**src/include/bus_timing_defs.svh**
```systemverilog
//************************************************************
// Delay-tap lengths for the bus timing generator
// Counter width shared by all tap instances
//************************************************************

`ifndef BUS_TIMING_DEFS_SVH
`define BUS_TIMING_DEFS_SVH

// Width of the saturating tap counters
`define BT_TAP_WIDTH 4

// OSC edges CACT must stay high before cact25 rises
`define BT_CACT25_CYCLES 2

// OSC edges for the late copies of CGNT and BDRY
`define BT_CGNT50_CYCLES 3
`define BT_BDRY50_CYCLES 3

`endif
```
**src/bus_delay_tap.sv**
```systemverilog
//************************************************************
// Delay tap for a level input
// Saturating counter, late copy rises after DELAY edges
//************************************************************

`include "bus_timing_defs.svh"

module bus_delay_tap #(
    parameter int DELAY = 2
) (
    input  logic OSC,
    input  logic rst_n,
    input  logic level,
    output logic late
);

    // Terminal count, sized to the counter
    localparam logic [`BT_TAP_WIDTH-1:0] LIMIT = `BT_TAP_WIDTH'(DELAY);

    logic [`BT_TAP_WIDTH-1:0] count;

    // Counts edges with level continuously high
    // Any low cycle starts the measurement over
    always_ff @(posedge OSC or negedge rst_n) begin
        if (!rst_n) begin
            count <= '0;
        end else if (!level) begin
            count <= '0;
        end else if (count != LIMIT) begin
            count <= count + 1'b1;
        end
    end

    // Late copy drops together with the input
    // no trailing delay on the falling edge
    assign late = level && (count == LIMIT);

endmodule

```
**config.mk**
```make
export PLATFORM = sky130hd
export DESIGN_NAME = bus_delay_tap
export DESIGN_NICKNAME = d
export VERILOG_FILES = /design/src/bus_delay_tap.sv
export VERILOG_INCLUDE_DIRS = /design/src /design/src/include
export SDC_FILE = /design/constraint.sdc
export NUM_CORES = 1
export LEC_CHECK = 0
export ABC_AREA = 1
export BUFFER_PORTS_ARGS = -buffer_cell sky130_fd_sc_hd__buf_2
export CAP_MARGIN = 5
export CORE_AREA = 2 2 39 41
export CTS_BUF_LIST = sky130_fd_sc_hd__clkbuf_4 sky130_fd_sc_hd__clkbuf_8
export CTS_CLUSTER_DIAMETER = 30
export DETAILED_ROUTE_END_ITERATION = 7
export DIE_AREA = 0 0 41 43
export GPL_TIMING_DRIVEN = 0
export SKIP_CTS_REPAIR_TIMING = 1
export SLEW_MARGIN = 20
export SYNTH_ARGS = -nofsm -noshare
export SYNTH_HDL_FRONTEND = slang
export SYNTH_SLANG_ARGS = --single-unit
export TNS_END_PERCENT = 50
```
**constraint.sdc**
```tcl
create_clock -name OSC -period 2.25 [get_ports OSC]
set_clock_uncertainty 0.1 [all_clocks]
set_input_delay 0.45 -clock OSC [delete_from_list [all_inputs] [get_ports OSC]]
set_output_delay 0.45 -clock OSC [all_outputs]
set_load 0.01 [all_outputs]
```
==> reports/metrics.cfg <==
[finish]
mostFrequentLayoutCells = 6 x inv_1, 6 x nand2_1, 4 x nand3_1, 4 x dfrtp_1
nNetsFinal = 44
area_delta_synth_final_pct = 28.7
largest_reg_flops = 4
drive_gt1_share_pct = 24.3
reg_top3 = count (4)
fin_util_pct = 21.9
instances_no_fill = 53
antennaDiodeCount = 0
final_area_um2 = 303
regMostFlops = count

[clocking]
cts_root_buffer = clkbuf_4
clockBufferDepth = 2
clkTransAtPathRegs_ns = 0.04
cts.sinks = 4
numCtsBuffers = 3
htree_levels = 1
clkLatencyLatePin_ns = 0.23
cts_tree = done

[critical_path]
crit_slowest_cell = dfrtp_1
r2r_slack_ns = 1.10
r2r-end = count[2]$_DFFE_PN0P_
cp_num_buf_inv = 2
cp_max_fo = 5
setup.worst_path.end = late
cp_data_required_time_ns = 1.70
startpoint_type = register
crit_start = count[0]$_DFFE_PN0P_
cpLargestDelayFamily = flip-flops
r2r_cells = 5
arrival_ns = 1.25
max_stage_delay_ns = 0.41
worstSetupEndpointType = primary output
path_depth = 5
cp_cell_sequence = inv_1 > ha_1 > nand2_2 > nor2_2 > buf_2
r2r_start = count[0]$_DFFE_PN0P_
crit_type = reg -> out

[drt]
first_pass_iters = 2
ant_nets = 0
num_vias = 200
wirelength_um = 406
wire_per_inst_um = 7.66
drcViolationCount = 0
vias_per_cell = 3.77
dr.first_iter.drc_count = 2

[logic_synthesis]
synth_top_cell_by_area = dfrtp_1
netlist_instances = 30
synth.area.top_cells = dfrtp_1 43%, ha_1 11%, inv_1 9.6%
syn_area_um2 = 235
yosys_warnings = 0
synth_seq_cells = 4
synthDistinctLibCells = 9
synth_area_per_cell_um2 = 7.84
syn-num-nets = 35
synth-seq-area-share_pct = 42.6
synth_top_area_share_pct = 42.6

[sta]
fmax_mhz = 554
hold_violations = 0
setup_viol = 0
rsz0062_at_grt = no
fin_hold_ws_ns = 0.419
finalMaxSlewViolations = 0
period_minus_slack_ns = 1.80
tns_ns = 0
worst_slew_pin_slew_ns = 0.168
fin_crit_sh_pct = 80.2
slew_headroom_pct = 88.8

[die]
die-area_um2 = 1760
die_w_um = 41
chipHeight_um = 43
core_um2 = 1380
fp-row-count = 14
start_util_pct = 17.0
io_pins = 4

[placement]
hpwl_um = 329
port_buffers = 3
place_congestion = 0.695
place_area_um2 = 270
placed_cells = 49

[global_route]
track_usage_pct = 6.96
grt_pass1_wl_um = 745
antenna_found_initial = 0
grt_max_degree = 7
grt_pass1_vias = 199
overflow = 0

[power]
p_per_area_nw_per_um2 = 955
leakagePower_nw = 0.161
ir_drop_mv = 0.310

[status]
status = finished clean

[hold_path]
hp-start = level
hp-class = in -> reg

[job]
cap_violations = 0

-- logic make-up (layout without fill, tap and decap cells) --
family                   count (synthesis)  in the layout  synth area share, %
AND/OR/NAND/NOR                         18             18                 37.2
flip-flops                               4              4                 42.6
buffers and inverters                    6             13                 9.57
adder cells (fa/ha/maj)                  2              2                 10.6
-- metrics by stage --
stage | total power, mW | setup slack, ns
floorplan | 0.180 | 0.826
global placement | 0.202 | 0.686
detailed placement | 0.205 | 0.680
CTS | 0.297 | 0.424
global route | 0.323 | 0.341
finish | 0.289 | 0.445
-- power breakdown --
group          leakage [nW]  total (mW)  internal, mW  switching (mW)
clock network        0.0138      0.0869        0.0595          0.0273
registers            0.0536       0.117        0.0916          0.0256
logic                0.0936      0.0851        0.0363          0.0489
total                 0.161       0.289         0.187           0.102
-- how the worst min path moves through the flow --
stage,to,cells after the start,slack [ns]
finish,count[1]$_DFFE_PN0P_,3,0.42
global route,count[0]$_DFFE_PN0P_,3,0.42
CTS,count[1]$_DFFE_PN0P_,1,-0.1
detailed placement,count[2]$_DFFE_PN0P_,1,0.16
global placement,count[2]$_DFFE_PN0P_,1,0.16
floorplan,count[0]$_DFFE_PN0P_,0,0.05
-- cell usage after synthesis --
| cell | instances |
|---|---|
| ha_1 | 2 |
| nand2_1 | 6 |
| nand2_2 | 1 |
| nor2_1 | 2 |
| nand3_1 | 4 |
| nand4_1 | 3 |
| nor2_2 | 2 |
| dfrtp_1 | 4 |
| inv_1 | 6 |
-- routing by layer --
metal / GRT usage, % / share of wire, %
met4: 8.00 / 0
met5: 0 / 0
met3: 3.14 / 1.2
met1: 6.54 / 44
met2: 9.69 / 55
-- cell type report --
cell class / count / area [um2]
Timing Repair Buffer: 4 / 25.0
Clock buffer: 3 / 22.5
Tap cell: 16 / 20.0
Fill cell: 155 / 1080
Inverter: 6 / 22.5
Sequential cell: 4 / 100
Multi-Input combinational cell: 20 / 113
-- worst reg2reg max path: cells and delay by family (launching register included) --
| kind | cells | cell delay [ns] |
|---|---|---|
| flops | 1 | 0.41 |
| simple gates | 3 | 0.24 |
| fa+ha+maj | 1 | 0.20 |
| buf+inv | 1 | 0.09 |
Note: power is estimated with default switching activity, not from simulation.
