## src/include/bus_timing_defs.svh

```systemverilog
//************************************************************
// Delay-tap lengths for the bus timing generator
// Counter width shared by all tap instances
//************************************************************

`ifndef BUS_TIMING_DEFS_SVH
`define BUS_TIMING_DEFS_SVH

// Width of the saturating tap counters
`define BT_TAP_WIDTH 4

// OSC edges CACT must stay high before cact25 rises
`define BT_CACT25_CYCLES 2

// OSC edges for the late copies of CGNT and BDRY
`define BT_CGNT50_CYCLES 3
`define BT_BDRY50_CYCLES 3

`endif
```

## src/bus_timing_pkg.sv

```systemverilog
//************************************************************
// Shared types for the bus timing generator
// State codes of the eight-state cycle sequencer
//************************************************************

package bus_timing_pkg;

    // Loop order is s t u v w x y z, one bit flips per step
    // Codes follow the original board so the Q pins keep their meaning
    typedef enum logic [2:0] {
        // Idle, waiting for a fresh CACT
        ST_S = 3'b000,
        ST_T = 3'b001,
        // Address present window is u and v
        ST_U = 3'b011,
        ST_V = 3'b010,
        ST_W = 3'b110,
        ST_X = 3'b111,
        ST_Y = 3'b101,
        // Last step, always returns to s
        ST_Z = 3'b100
    } bt_state_e;

endpackage

```

## src/cycle_sequencer.sv

```systemverilog
//************************************************************
// Eight-state bus cycle sequencer
// Leaves idle on a fresh CACT, then runs the loop unconditionally
//************************************************************

module cycle_sequencer import bus_timing_pkg::*; (
    input  logic      OSC,
    input  logic      rst_n,
    input  logic      cact,
    input  logic      cact25,
    output bt_state_e state
);

    bt_state_e state_next;
    logic      cact_fresh;

    // CACT is fresh while its delayed copy has not caught up yet
    // A CACT still held after a full loop does not restart it
    assign cact_fresh = cact && !cact25;

    // Next state, only the idle state looks at the inputs
    always_comb begin
        case (state)
            ST_S: begin
                if (cact_fresh) begin
                    state_next = ST_T;
                end else begin
                    state_next = ST_S;
                end
            end
            ST_T: state_next = ST_U;
            ST_U: state_next = ST_V;
            ST_V: state_next = ST_W;
            ST_W: state_next = ST_X;
            ST_X: state_next = ST_Y;
            ST_Y: state_next = ST_Z;
            // z closes the loop back to idle
            ST_Z: state_next = ST_S;
            default: state_next = ST_S;
        endcase
    end

    // State register, one step per OSC edge
    always_ff @(posedge OSC or negedge rst_n) begin
        if (!rst_n) begin
            state <= ST_S;
        end else begin
            state <= state_next;
        end
    end

endmodule

```

## config.mk

```make
export PLATFORM = sky130hd
export DESIGN_NAME = cycle_sequencer
export DESIGN_NICKNAME = d
export VERILOG_FILES = /design/src/include/bus_timing_defs.svh /design/src/bus_timing_pkg.sv /design/src/cycle_sequencer.sv
export SDC_FILE = /design/constraint.sdc
export NUM_CORES = 1
export LEC_CHECK = 0
export BUFFER_PORTS_ARGS = -buffer_cell sky130_fd_sc_hd__clkbuf_2
export CORE_AREA = 2 2 39 41
export DETAILED_ROUTE_END_ITERATION = 8
export DIE_AREA = 0 0 41 43
export PLACE_DENSITY = 0.33
export SYNTH_ARGS = -nofsm -noshare
export SYNTH_HDL_FRONTEND = slang
export SYNTH_SLANG_ARGS = --single-unit
```

## constraint.sdc

```tcl
create_clock -name OSC -period 2.3 [get_ports OSC]
set_clock_uncertainty 0.1 [all_clocks]
set_input_delay 0.345 -clock OSC [delete_from_list [all_inputs] [get_ports OSC]]
set_output_delay 0.345 -clock OSC [all_outputs]
set_load 0.02 [all_outputs]
```

==> flow_summary.ini <==
[clock_tree]
numClockSinks = 3
cts_max_path_buffers = 2
post_cts_buffers = 0
h-tree-depth = 1
post_cts_resized = 0
holdBufCountCts = 1
cts_buffers = 3
insertion_delay_ps = 230
cts_tree = yes
cts-root-buf = clkbuf_4
clk_pin_slew_worst_paths_ps = 40

[floorplan]
dieArea_um2 = 1760
coreArea_um2 = 1380
die-width_um = 41
initial_utilization_pct = 8.77
row_count = 14
pin_count = 7
dieHeight_um = 43

[synthesis]
ys_ff_latch = 3
yosysTopAreaCell = dfrtp_1
synth_mux_area_share_pct = 0
synthDistinctLibCells = 8
yosys.area_share.adder_pct = 0
yosys_warnings = 0
synth_xor_area_share_pct = 7.22
synth.area.top_cells = dfrtp_1 62%, nand2b_1 10%, xor2_1 7.2%
synth_top_family_by_area = simple AND/OR/NAND/NOR gates
netlist_area_um2 = 121
synth_top_area_share_pct = 61.9
ys_seq_area_share_pct = 61.9
synth_compound_area_share_pct = 8.25
syn-num-nets = 16
syn_inst = 12
synth-simple-area-share_pct = 19.6
synth.avg_cell_area_um2 = 10.1

[power_and_ir_drop]
powerDensity_nw_per_um2 = 1510
p_leak_uw = 0.000106
ir_drop_v = 0.000262
power.total_uw = 314

[timing]
tightest_slew_ps = 163
slew_viol_final = 0
fmax_mhz = 782
max_slew_margin_pct = 89.2
min_period_over_period_pct = 55.6
tns_ps = 0
rsz0062_at_grt = no
setup_viol = 0
period_needed_ps = 1280
hold_violations = 0

[grt]
met3_usage_pct = 6.28
antenna_found_initial = 0
grt_usage_pct = 4.32
top_usage_layer = met3
grt_pass1_vias = 117
met1_usage_pct = 3.87
use_met2_pct = 4.06
grt_max_degree = 6
grt-ovfl-total = 0
grt_first_pass_wirelength_um = 420

[setup_path]
reg2reg_depth = 2
arrival_ps = 830
path_buf_inv = 1
slowest_stage = dfrtp_1
cp-start-kind = flop
slowest_delay_ps = 410
path_cells = clkbuf_2
crit_fanout = 5
path_class = reg -> out
endpoint_kind = output pin
cp_top_family = flip-flops
worstPathRequired_ps = 1860
crit_cells = 1

[finish]
antenna_cells = 0
final_nets = 28
utilization_pct = 15.0
layout-drive-gt1-share_pct = 39.1
fillCellCount = 158
layoutNonFillerInstCount = 39
syn2layout_area_growth_pct = 71.1

[detailed_routing]
drc = 0
dr.pass1.iters = 2
drtAntennaViolNets = 0
vias = 112
wl_um = 262
viasPerCell = 2.87
wl_per_cell_um = 6.72
drtIter0Drc = 2

[place]
port_buffers = 6
placedCellCount = 34
finalWeightedCongestion = 0.431

[job]
drv_cap = 0

[worst_hold_path]
hold_class = in -> reg
whs_path_depth = 3

[status]
outcome = finished clean
[routing by layer]
layer  wire (µm)  part of all wire [%]  vias to the layer above
li1            -                     -                       59
met1         121                    46                       46
met2          91                    35                        7
met3          49                    19                        0
met4           0                     0                        0
met5           0                     0                        -
[report_power, final]
group / leakage (µW) / total, µW / internal [µW] / switching, µW
logic: 0.0000541 / 112 / 44.0 / 68.2
clock network: 0.0000150 / 90.6 / 64.9 / 25.7
registers: 0.0000366 / 111 / 80.9 / 30.0
total: 0.000106 / 314 / 190 / 124
[placed cells by master (no fill, tap or decap), drive strengths merged]
cell type / n
xor2: 1
nand2: 2
inv: 1
nand2b: 2
a21oi: 1
nor2: 1
dlygate4sd3: 1
clkbuf: 10
o21ai: 1
dfrtp: 3
[cells by family (layout without fill, tap and decap cells)]
kind of cell,after synthesis,in the layout
buffers and inverters,1,12
flip-flops,3,3
XOR/XNOR,1,1
AND/OR/NAND/NOR,5,5
AO/OA/AOI/OAI,2,2
[synth_stat cells]
| cell | n |
|---|---|
| xor2_1 | 1 |
| nand2_1 | 2 |
| nor2_1 | 1 |
| nand2b_1 | 2 |
| a21oi_1 | 1 |
| o21ai_0 | 1 |
| dfrtp_1 | 3 |
| inv_1 | 1 |
[through the flow]
step	hold WS [ps]	setup WS, ps	cell area [µm²]
after global routing	274	968	208
after detailed placement	45.9	1260	171
after CTS	251	1010	208
final	259	1020	208
after floorplan	-50.6	1370	121
after global placement	43.2	1290	171
[path summary, 6_finish.rpt]
path,from,endpoint,slack (ps)
max,flop,state[2],1020
min,cact,state[0],260
max reg2reg,flop,state[0],1420
min reg2reg,flop,flop,440
max in group asynchronous,rst_n,async pin,1640
min in group asynchronous,rst_n,async pin,350
[final cells by class]
class                      instances  area, µm²  area share [%]
clock buffer                       4       26.3            12.7
tap                               16       20.0            9.64
timing repair buffer               7       40.0            19.3
sequential                         3       75.1            36.1
inverter                           1       3.75            1.81
multi-input combinational          8       42.5            20.5
No activity file was read; power rests on OpenSTA's default activity.
