$ cat config.mk
export PLATFORM = sky130hd
export DESIGN_NAME = strobe_decoder
export DESIGN_NICKNAME = d
export VERILOG_FILES = /design/src/include/bus_timing_defs.svh /design/src/bus_timing_pkg.sv /design/src/strobe_decoder.sv
export SDC_FILE = /design/constraint.sdc
export NUM_CORES = 1
export LEC_CHECK = 0
export BUFFER_PORTS_ARGS = -buffer_cell sky130_fd_sc_hd__buf_4
export CAP_MARGIN = 20
export CORE_AREA = 2 2 39 41
export DETAILED_ROUTE_END_ITERATION = 16
export DIE_AREA = 0 0 41 43
export PLACE_DENSITY_LB_ADDON = 0.12
export SYNTH_ARGS = -nofsm -noshare
export SYNTH_HDL_FRONTEND = slang
export SYNTH_SLANG_ARGS = --single-unit
$ cat constraint.sdc
create_clock -name OSC -period 1.1 [get_ports OSC]
set_clock_uncertainty 0.05 [all_clocks]
set_input_delay 0.22 -clock OSC [delete_from_list [all_inputs] [get_ports OSC]]
set_output_delay 0.22 -clock OSC [all_outputs]
set_load 0.005 [all_outputs]
$ cat src/include/bus_timing_defs.svh
//************************************************************
// Delay-tap lengths for the bus timing generator
// Counter width shared by all tap instances
//************************************************************

`ifndef BUS_TIMING_DEFS_SVH
`define BUS_TIMING_DEFS_SVH

// Width of the saturating tap counters
`define BT_TAP_WIDTH 4

// OSC edges CACT must stay high before cact25 rises
`define BT_CACT25_CYCLES 2

// OSC edges for the late copies of CGNT and BDRY
`define BT_CGNT50_CYCLES 3
`define BT_BDRY50_CYCLES 3

`endif
$ cat src/bus_timing_pkg.sv
//************************************************************
// Shared types for the bus timing generator
// State codes of the eight-state cycle sequencer
//************************************************************

package bus_timing_pkg;

    // Loop order is s t u v w x y z, one bit flips per step
    // Codes follow the original board so the Q pins keep their meaning
    typedef enum logic [2:0] {
        // Idle, waiting for a fresh CACT
        ST_S = 3'b000,
        ST_T = 3'b001,
        // Address present window is u and v
        ST_U = 3'b011,
        ST_V = 3'b010,
        ST_W = 3'b110,
        ST_X = 3'b111,
        ST_Y = 3'b101,
        // Last step, always returns to s
        ST_Z = 3'b100
    } bt_state_e;

endpackage

$ cat src/strobe_decoder.sv
//************************************************************
// Strobe decoder for APR, EADR, DAP and EIOD
// Combinational from state and taps, plus the DAP hold flop
//************************************************************

module strobe_decoder import bus_timing_pkg::*; (
    input  logic      OSC,
    input  logic      rst_n,
    input  bt_state_e state,
    input  logic      cact,
    input  logic      cact25,
    input  logic      cgnt,
    input  logic      cgnt50,
    input  logic      bdry50,
    input  logic      iorq,
    input  logic      term,
    input  logic      cc2,
    output logic      apr,
    output logic      eadr,
    output logic      dap,
    output logic      eiod
);

    logic in_s;
    logic in_uv;
    logic in_tuvw;
    logic cact_late;
    logic cpu_addr;
    logic dap_set;
    logic dap_hold;
    logic dap_keep;

    // State groups used by more than one strobe
    assign in_s    = (state == ST_S);
    assign in_uv   = (state == ST_U) || (state == ST_V);
    assign in_tuvw = (state == ST_T) || (state == ST_U) ||
                     (state == ST_V) || (state == ST_W);

    // CACT that has been high long enough for the slow data path
    assign cact_late = cact && cact25;

    // Address present only in the middle of the loop
    assign apr = cact && in_uv;

    // Address part of a CPU grant, ends when the late grant arrives
    assign cpu_addr = cgnt && !cgnt50;

    // Address enable starts already in s on a fresh CACT
    // so the address is on the bus one step before t
    assign eadr = (cact && in_tuvw) ||
                  (cact && in_s && !cact25) ||
                  cpu_addr;

    // Data present starts back in idle once CACT is old enough
    assign dap_set = in_s && cact_late;

    // On I/O requests data stays present until TERM
    assign dap = dap_set || dap_hold;

    // Hold condition, dropped by TERM or by losing IORQ or CC2
    assign dap_keep = dap && !term && iorq && cc2;

    always_ff @(posedge OSC or negedge rst_n) begin
        if (!rst_n) begin
            dap_hold <= 1'b0;
        end else begin
            dap_hold <= dap_keep;
        end
    end

    // I/O data enable, delayed front flank via cact25
    // BDRY50 closes it again at the end of the bus cycle
    assign eiod = iorq && cc2 && in_s && cact_late && !bdry50;

endmodule

==> out/results.txt, run 1 <==
Iter 0 DRT Violations: 0
Slew Viols, Final: 0
Site Rows: 14
Core Box Area: 0.001384 mm2
top post-synthesis cells by area: dfrtp_1 (18%), nand4b_1 (13%), o41ai_2 (12%)
RSZ-0062 raised after global routing: true
initial antenna violation count: 0
pwr dens: 373.6 mW/mm2
Reg clk slew, reported paths: 0 ns
DP Area: 295.3 um2
largest registers: dap_hold: 1 flops
P_int: 0.09654 mW
width of the die: 41 um
worst endpoint required time: 0.83 ns
Final GP Congestion: 0.5970
Max stage delay on crit path: 0.24 ns
io pins: 17
largest net degree at the start of global routing: 6
Syn. warnings: 0
Syn Std Cell Area: 140.1 um2
slew margin rel.: 0.8504
Max-cap violations: 0
met2 Track Usage GR: 0.09063
Power Total: 0.1295 mW
switching share of power: 0.2543
Worst Hold Class: in2reg
Seq pwr share: 0.291
Worst-Skew Late Latency: 0 ns
Cell Chain, Critical Path: buf_6 -> nand2b_4 -> nor4_4 -> buf_4
DRT Pass-1 Iters: 1
Final Setup Violations: 1
cell taking the most area after synthesis: dfrtp_1
Worst Path Arrival: 0.84 ns
GRT Total Usage: 0.05005
Psw: 0.03293 mW
met3 Usage GRT: 0
Setup CP Type: in2out
DIE AREA: 0.001763 mm2
Avg Cell Area, Syn: 8.758 um2
Setup WS post-layout: -0.01279 ns
most flop-heavy register: dap_hold
vias in the first global route: 173
number of synthesized register bits: 1
critical path peak fanout: 3
Finished Core Util: 0.2505
die height: 43 um
Setup Buffers After CTS: 0
pre-CTS setup slack: -0.08830 ns
Fin. Hold Viols: 0
max reg flops: 1
Inst Count DP: 50
ANT nets after route: 0
cell area after layout: 346.6 um2
drt drc: 0
Via Count: 192
Leakage: 0.1667 nW
first-pass GRT wire length: 669 um
Area Overhead vs Synth: 147.3%
post-synthesis sequential area ratio: 0.1786
critical path startpoint category: input pin
layout cells sized above 1: 0.7143
buffers added on ports: 16
Most Used Layer, Global Route: met2
Max VDD drop: 0.0001873 V
synth unique cells: 12
clock power share: 0
final cell count without fillers: 51
fin crit share: 1.012
Syn Inst Count: 16
GRT overflow: 0
Slew @ Worst Pin: 0.2220 ns
Crit-path slowest cell: nor4_4
WL/cell: 8.549 um
number of vias per cell: 3.765
Starting Density: 0.1013
GR Util met1: 0.06688
final layout net count: 50
combinational share of power: 0.709
Post-Syn Nets: 29
final worst path period need: 1.113 ns
run status: finished, violations left
fmax: 0.8986 GHz
Synth top area share: 0.1786
Crit. End Element: primary output
ant diodes: 0
failing checks: negative setup slack
drt total wl: 436 um
## cell usage in the layout, fill, tap and decap left out
master and n:
dfrtp_1 1, nor2_1 1, buf_6 2, o41ai_2 1, o31ai_2 1, o221ai_2 1
nand2b_4 2, and2b_2 1, dlygate4sd3_1 1, inv_1 3, nand4b_1 2, nor4_4 1
buf_4 16, nand3b_1 2
## per-layer routing
layer | part of all wire | up-vias
met5 | 0 | -
met4 | 0 | 0
met3 | 0.080 | 0
met2 | 0.59 | 6
met1 | 0.33 | 86
li1 | - | 100
## Yosys cell counts, drive strengths merged
library cell and count:
and2b 1, dfrtp 1, inv 3, nand2b 2
nand3b 2, nand4b 2, nor2 1, nor4 1
o221ai 1, o31ai 1, o41ai 1
## repair_timing
| action | in CTS | in global routing |
|---|---|---|
| setup endpoints to repair | 4 | 3 |
| hold buffers | 1 | 0 |
| pin swaps | 2 | 2 |
| gates resized for setup | 6 | 1 |
| hold endpoints to repair | 1 | 0 |
## logic make-up (layout without fill, tap and decap cells)
| logic type | count (synthesis) | count (layout) | share of synthesized area |
|---|---|---|---|
| compound gates | 3 | 3 | 0.2322 |
| flops | 1 | 1 | 0.1785 |
| simple gates | 9 | 9 | 0.5089 |
| buf+inv | 3 | 22 | 0.08035 |
## metrics by stage
| stage | TNS, ns | hold slack, ns |
|---|---|---|
| 5_1_grt | -0.08992 | 0.3844 |
| 6_report | -0.01279 | 0.3686 |
| 2_1_floorplan | 0 | -0.1256 |
| 3_3_place_gp | -0.1497 | -0.05469 |
| 3_5_place_dp | -0.1661 | -0.05408 |
| 4_1_cts | -0.01167 | 0.3753 |
## power by group through the flow
stage | combinational (mW) | clock, mW | sequential, mW
global placement | 0.0760 | 0 | 0.0377
finish | 0.0918 | 0 | 0.0377
CTS | 0.0907 | 0 | 0.0377
floorplan | 0.0196 | 0 | 0.0377
global route | 0.0997 | 0 | 0.0377
detailed placement | 0.0764 | 0 | 0.0377
## worst paths after layout
check	startpoint	end	slack, ns	cells past startpoint
worst max-delay path	state[0]	eiod	-0.01	4
worst min-delay path	term	dap_hold	0.37	2
worst max register to register	dap_hold	dap_hold	0.38	2
worst min register to register	dap_hold	dap_hold	0.51	2
max in group asynchronous	rst_n	dap_hold	0.44	2
min in group asynchronous	rst_n	dap_hold	0.48	2
## final cells by class
cell class | instances | area, um2
Fill cell | 162 | 1037
Inverter | 3 | 11.26
Sequential cell | 1 | 25.02
Timing Repair Buffer | 19 | 152.6
Tap cell | 16 | 20.02
Multi-Input combinational cell | 12 | 137.6
## critical path, delay by kind of cell
family,cells,cell delay [ns]
buffers and inverters,2,0.23
and+or+nand+nor,2,0.39
No activity file was read; power rests on OpenSTA's default activity.
==> run 2: changes to the inputs <==
==> constraint.sdc (replaced) <==
create_clock -name OSC -period 1.1 [get_ports OSC]
set_clock_uncertainty 0.05 [all_clocks]
set_input_delay 0.165 -clock OSC [delete_from_list [all_inputs] [get_ports OSC]]
set_output_delay 0.165 -clock OSC [all_outputs]
set_load 0.005 [all_outputs]
==> out/results.txt, run 2 (synthesis results as in run 1) <==
Psw: 0.02763 mW
Leakage: 0.1447 nW
max reg flops: 1
# fillers: 161
Slew Viols, Final: 0
most frequent cells in the layout: buf_4 (16), inv_1 (3), nand3b_1 (2), nand4b_1 (2)
DIE AREA: 0.001763 mm2
R2R setup slack: 0.37 ns
Area Overhead vs Synth: 117.0%
critical path peak fanout: 4
Iter 0 DRT Violations: 0
Worst Hold Class: in2reg
first-pass GRT wire length: 634 um
vias in the first global route: 165
largest net degree at the start of global routing: 6
CP Launch Point: state[2]
GRT overflow: 0
largest registers: dap_hold: 1 flops
Seq pwr share: 0.330
DP Area: 280.3 um2
final worst path period need: 1.060 ns
Power Total: 0.1142 mW
WL/cell: 8.755 um
worst endpoint required time: 0.88 ns
Worst-Skew Late Latency: 0 ns
Max VDD drop: 0.0001828 V
Fin. Hold Viols: 0
combinational share of power: 0.670
initial antenna violation count: 0
drt drc: 0
RSZ-0062 raised after global routing: false
Starting Density: 0.1013
Final Setup Violations: 0
R2R Path End: dap_hold
Inst Count DP: 48
Crit. End Element: primary output
Post-DP HPWL: 391.5 um
GRT Total Usage: 0.04709
final layout net count: 48
fin crit share: 0.9636
Setup WS post-layout: 0.04006 ns
pwr dens: 375.6 mW/mm2
Core Box Area: 0.001384 mm2
Via Count: 182
width of the die: 41 um
P_int: 0.08656 mW
pre-CTS setup slack: -0.01427 ns
layout cells sized above 1: 0.6667
DRT Pass-1 Iters: 1
io pins: 17
Site Rows: 14
Max-cap violations: 0
most flop-heavy register: dap_hold
Finished Core Util: 0.2197
fmax: 0.9434 GHz
Setup crit end: eiod
FF-to-FF path depth: 2
Worst Hold Slack: 0.3176 ns
Slew @ Worst Pin: 0.2283 ns
commonest non-fill, non-tap cell in the layout: buf_4
Worst Path Arrival: 0.84 ns
ANT nets after route: 0
clock power share: 0
run status: completed
Setup CP Type: in2out
final cell count without fillers: 49
final setup TNS: 0 ns
ant diodes: 0
Setup Buffers After CTS: 0
drt total wl: 429 um
die height: 43 um
buffers added on ports: 16
Reg clk slew, reported paths: 0 ns
switching share of power: 0.2420
critical path startpoint category: input pin
Final GP Congestion: 0.5917
number of vias per cell: 3.714
R2R Path Start: dap_hold
cell area after layout: 304.0 um2
slew margin rel.: 0.8462
-- run 2: changes by cell type in the layout (fill, tap and decap cells not counted) --
cell / delta
buf_6: -2
nand2b_2: +1
nand2b_4: -1
nor4_2: +1
nor4_4: -1
o221ai_1: +1
o221ai_2: -1
-- run 2: metal layers --
layer | wire length, um | up-vias | GRT usage | share of wire
met1 | 163 | 81 | 0.05751 | 0.38
met3 | 35 | 0 | 0 | 0.082
met2 | 230 | 6 | 0.09063 | 0.54
met5 | 0 | - | 0 | 0
li1 | - | 95 | - | -
met4 | 0 | 0 | 0 | 0
-- run 2: critical path, stage by stage --
cell and delay [ns]:
buf_4 0.11, nand2b_2 0.20, nor4_2 0.22, buf_4 0.15
-- run 2: worst min-delay path by stage --
stage / from / end / slack, ns / cells past startpoint
floorplan: rst_n / dap_hold / -0.18 / 0
global placement: rst_n / dap_hold / -0.11 / 1
detailed placement: rst_n / dap_hold / -0.11 / 1
CTS: term / dap_hold / 0.32 / 2
global route: term / dap_hold / 0.32 / 2
finish: term / dap_hold / 0.32 / 2
-- run 2: area by class of cell --
type / instances / area (um2) / area share
multi-input combinational: 12 / 117.6 / 0.3868
tap: 16 / 20.02 / 0.06584
timing repair buffer: 17 / 130.1 / 0.4280
sequential: 1 / 25.02 / 0.08230
inverter: 3 / 11.26 / 0.03704
-- run 2: repair_timing --
action	4_1_cts	5_1_grt
gates resized for setup	1	2
endpoints found under the hold margin	1	0
hold buffers	1	0
endpoints found under the setup margin	1	1
-- run 2: power by group through the flow --
stage / clock, mW / combinational, mW / sequential [mW]
2_1_floorplan: 0 / 0.0196 / 0.0377
3_3_place_gp: 0 / 0.0702 / 0.0377
3_5_place_dp: 0 / 0.0711 / 0.0377
4_1_cts: 0 / 0.0754 / 0.0377
5_1_grt: 0 / 0.0824 / 0.0377
6_report: 0 / 0.0765 / 0.0377
==> run 3: changes to the inputs <==
- BUFFER_PORTS_ARGS: -buffer_cell sky130_fd_sc_hd__buf_4 -> unset
- DONT_BUFFER_PORTS: unset -> 1
==> out/results.txt, run 3 (synthesis results as in run 1) <==
Setup WS post-layout: 0.1565 ns
vias in the first global route: 120
largest registers: dap_hold: 1 flops
fmax: 1.060 GHz
buffers added on ports: 0
final worst path period need: 0.9435 ns
Worst Path Arrival: 0.73 ns
Leakage: 0.06356 nW
post-CTS resize count: 0
Starting Density: 0.1013
Slew Viols, Final: 0
WL/cell: 11.79 um
most frequent cells in the layout: inv_1 (3), nand3b_1 (2), nand4b_1 (2)
final layout net count: 32
max reg flops: 1
ant diodes: 0
drt total wl: 389 um
Fin. Hold Viols: 0
die height: 43 um
clock power share: 0
final setup TNS: 0 ns
worst endpoint required time: 0.88 ns
R2R setup slack: 0.39 ns
Final Setup Violations: 0
Worst Hold Class: in2reg
number of vias per cell: 3.818
Final GP Congestion: 0.5451
critical path startpoint category: input pin
GRT Total Usage: 0.04104
# fillers: 164
Setup CP Type: in2out
Inst Count DP: 32
Iter 0 DRT Violations: 0
initial antenna violation count: 0
most flop-heavy register: dap_hold
largest net degree at the start of global routing: 6
ANT nets after route: 0
DIE AREA: 0.001763 mm2
width of the die: 41 um
Psw: 0.009926 mW
run status: completed
Cell Chain, Critical Path: nand2b_1 -> nor4_1
Via Count: 126
critical path peak fanout: 4
drt drc: 0
Crit-path slowest cell: nor4_1
Reg clk slew, reported paths: 0 ns
RSZ-0062 raised after global routing: false
Core Box Area: 0.001384 mm2
Crit. End Element: primary output
final cell count without fillers: 33
Slew @ Worst Pin: 0.3986 ns
pwr dens: 366.2 mW/mm2
Max-cap violations: 0
DRT Pass-1 Iters: 1
Worst-Skew Late Latency: 0 ns
pre-CTS setup slack: 0.1447 ns
GRT overflow: 0
combinational share of power: 0.396
slew margin rel.: 0.7318
Site Rows: 14
Area Overhead vs Synth: 21.43%
Worst Path Buf+Inv: 0
io pins: 17
first-pass GRT wire length: 524 um
Max stage delay on crit path: 0.38 ns
fin crit share: 0.8577
family with the most delay on the worst path: simple AND/OR/NAND/NOR gates
P_int: 0.05239 mW
commonest non-fill, non-tap cell in the layout: inv_1
Seq pwr share: 0.604
switching share of power: 0.1593
layout cells sized above 1: 0.1765
Max VDD drop: 0.0001510 V
[run 3: cell types whose count changed in the layout (fill, tap and decap cells not counted), sizes merged]
| cell | change |
|---|---|
| buf | -16 |
[run 3: power groups by stage]
stage / clock (mW) / sequential [mW] / combinational, mW
finish: 0 / 0.0377 / 0.0247
detailed placement: 0 / 0.0377 / 0.0222
global route: 0 / 0.0377 / 0.0270
floorplan: 0 / 0.0377 / 0.0196
global placement: 0 / 0.0377 / 0.0222
CTS: 0 / 0.0377 / 0.0253
[run 3: cell type report]
class	count	area (um2)	area share
well taps	16	20.02	0.1176
inverters	3	11.26	0.06618
multi-input cells	12	103.9	0.6103
flip-flops and latches	1	25.02	0.1471
repair buffers	1	10.01	0.05882
[run 3: path summary, 6_finish.rpt]
path	startpoint	to	cells after the start
max reg2reg	dap_hold	dap_hold	2
min reg2reg	dap_hold	dap_hold	2
min in group asynchronous	rst_n	dap_hold	1
max in group asynchronous	rst_n	dap_hold	1
max	state[2]	eiod	2
min	state[1]	dap_hold	1
[run 3: through the flow]
step	power, mW	utilization	area [um2]	hold slack [ns]
final	0.06232	0.1230	170.2	0.2181
after detailed placement	0.05990	0.1157	160.2	-0.1805
after CTS	0.06292	0.1230	170.2	0.2210
after global placement	0.05990	0.1157	160.2	-0.1805
after global routing	0.06470	0.1230	170.2	0.2305
after floorplan	0.05725	-	140.1	-0.1806
[run 3: repair_timing]
item,CTS,global route
hold endpoints to repair,1,0
buffers inserted,0,0
hold buffers,1,0
[run 3: metal layers]
| metal | track usage | up-vias | wire, um |
|---|---|---|---|
| met2 | 0.08438 | 6 | 226 |
| met4 | 0 | 0 | 0 |
| met5 | 0 | - | 0 |
| met3 | 0.01571 | 0 | 52 |
| met1 | 0.03503 | 57 | 109 |
| li1 | - | 63 | - |
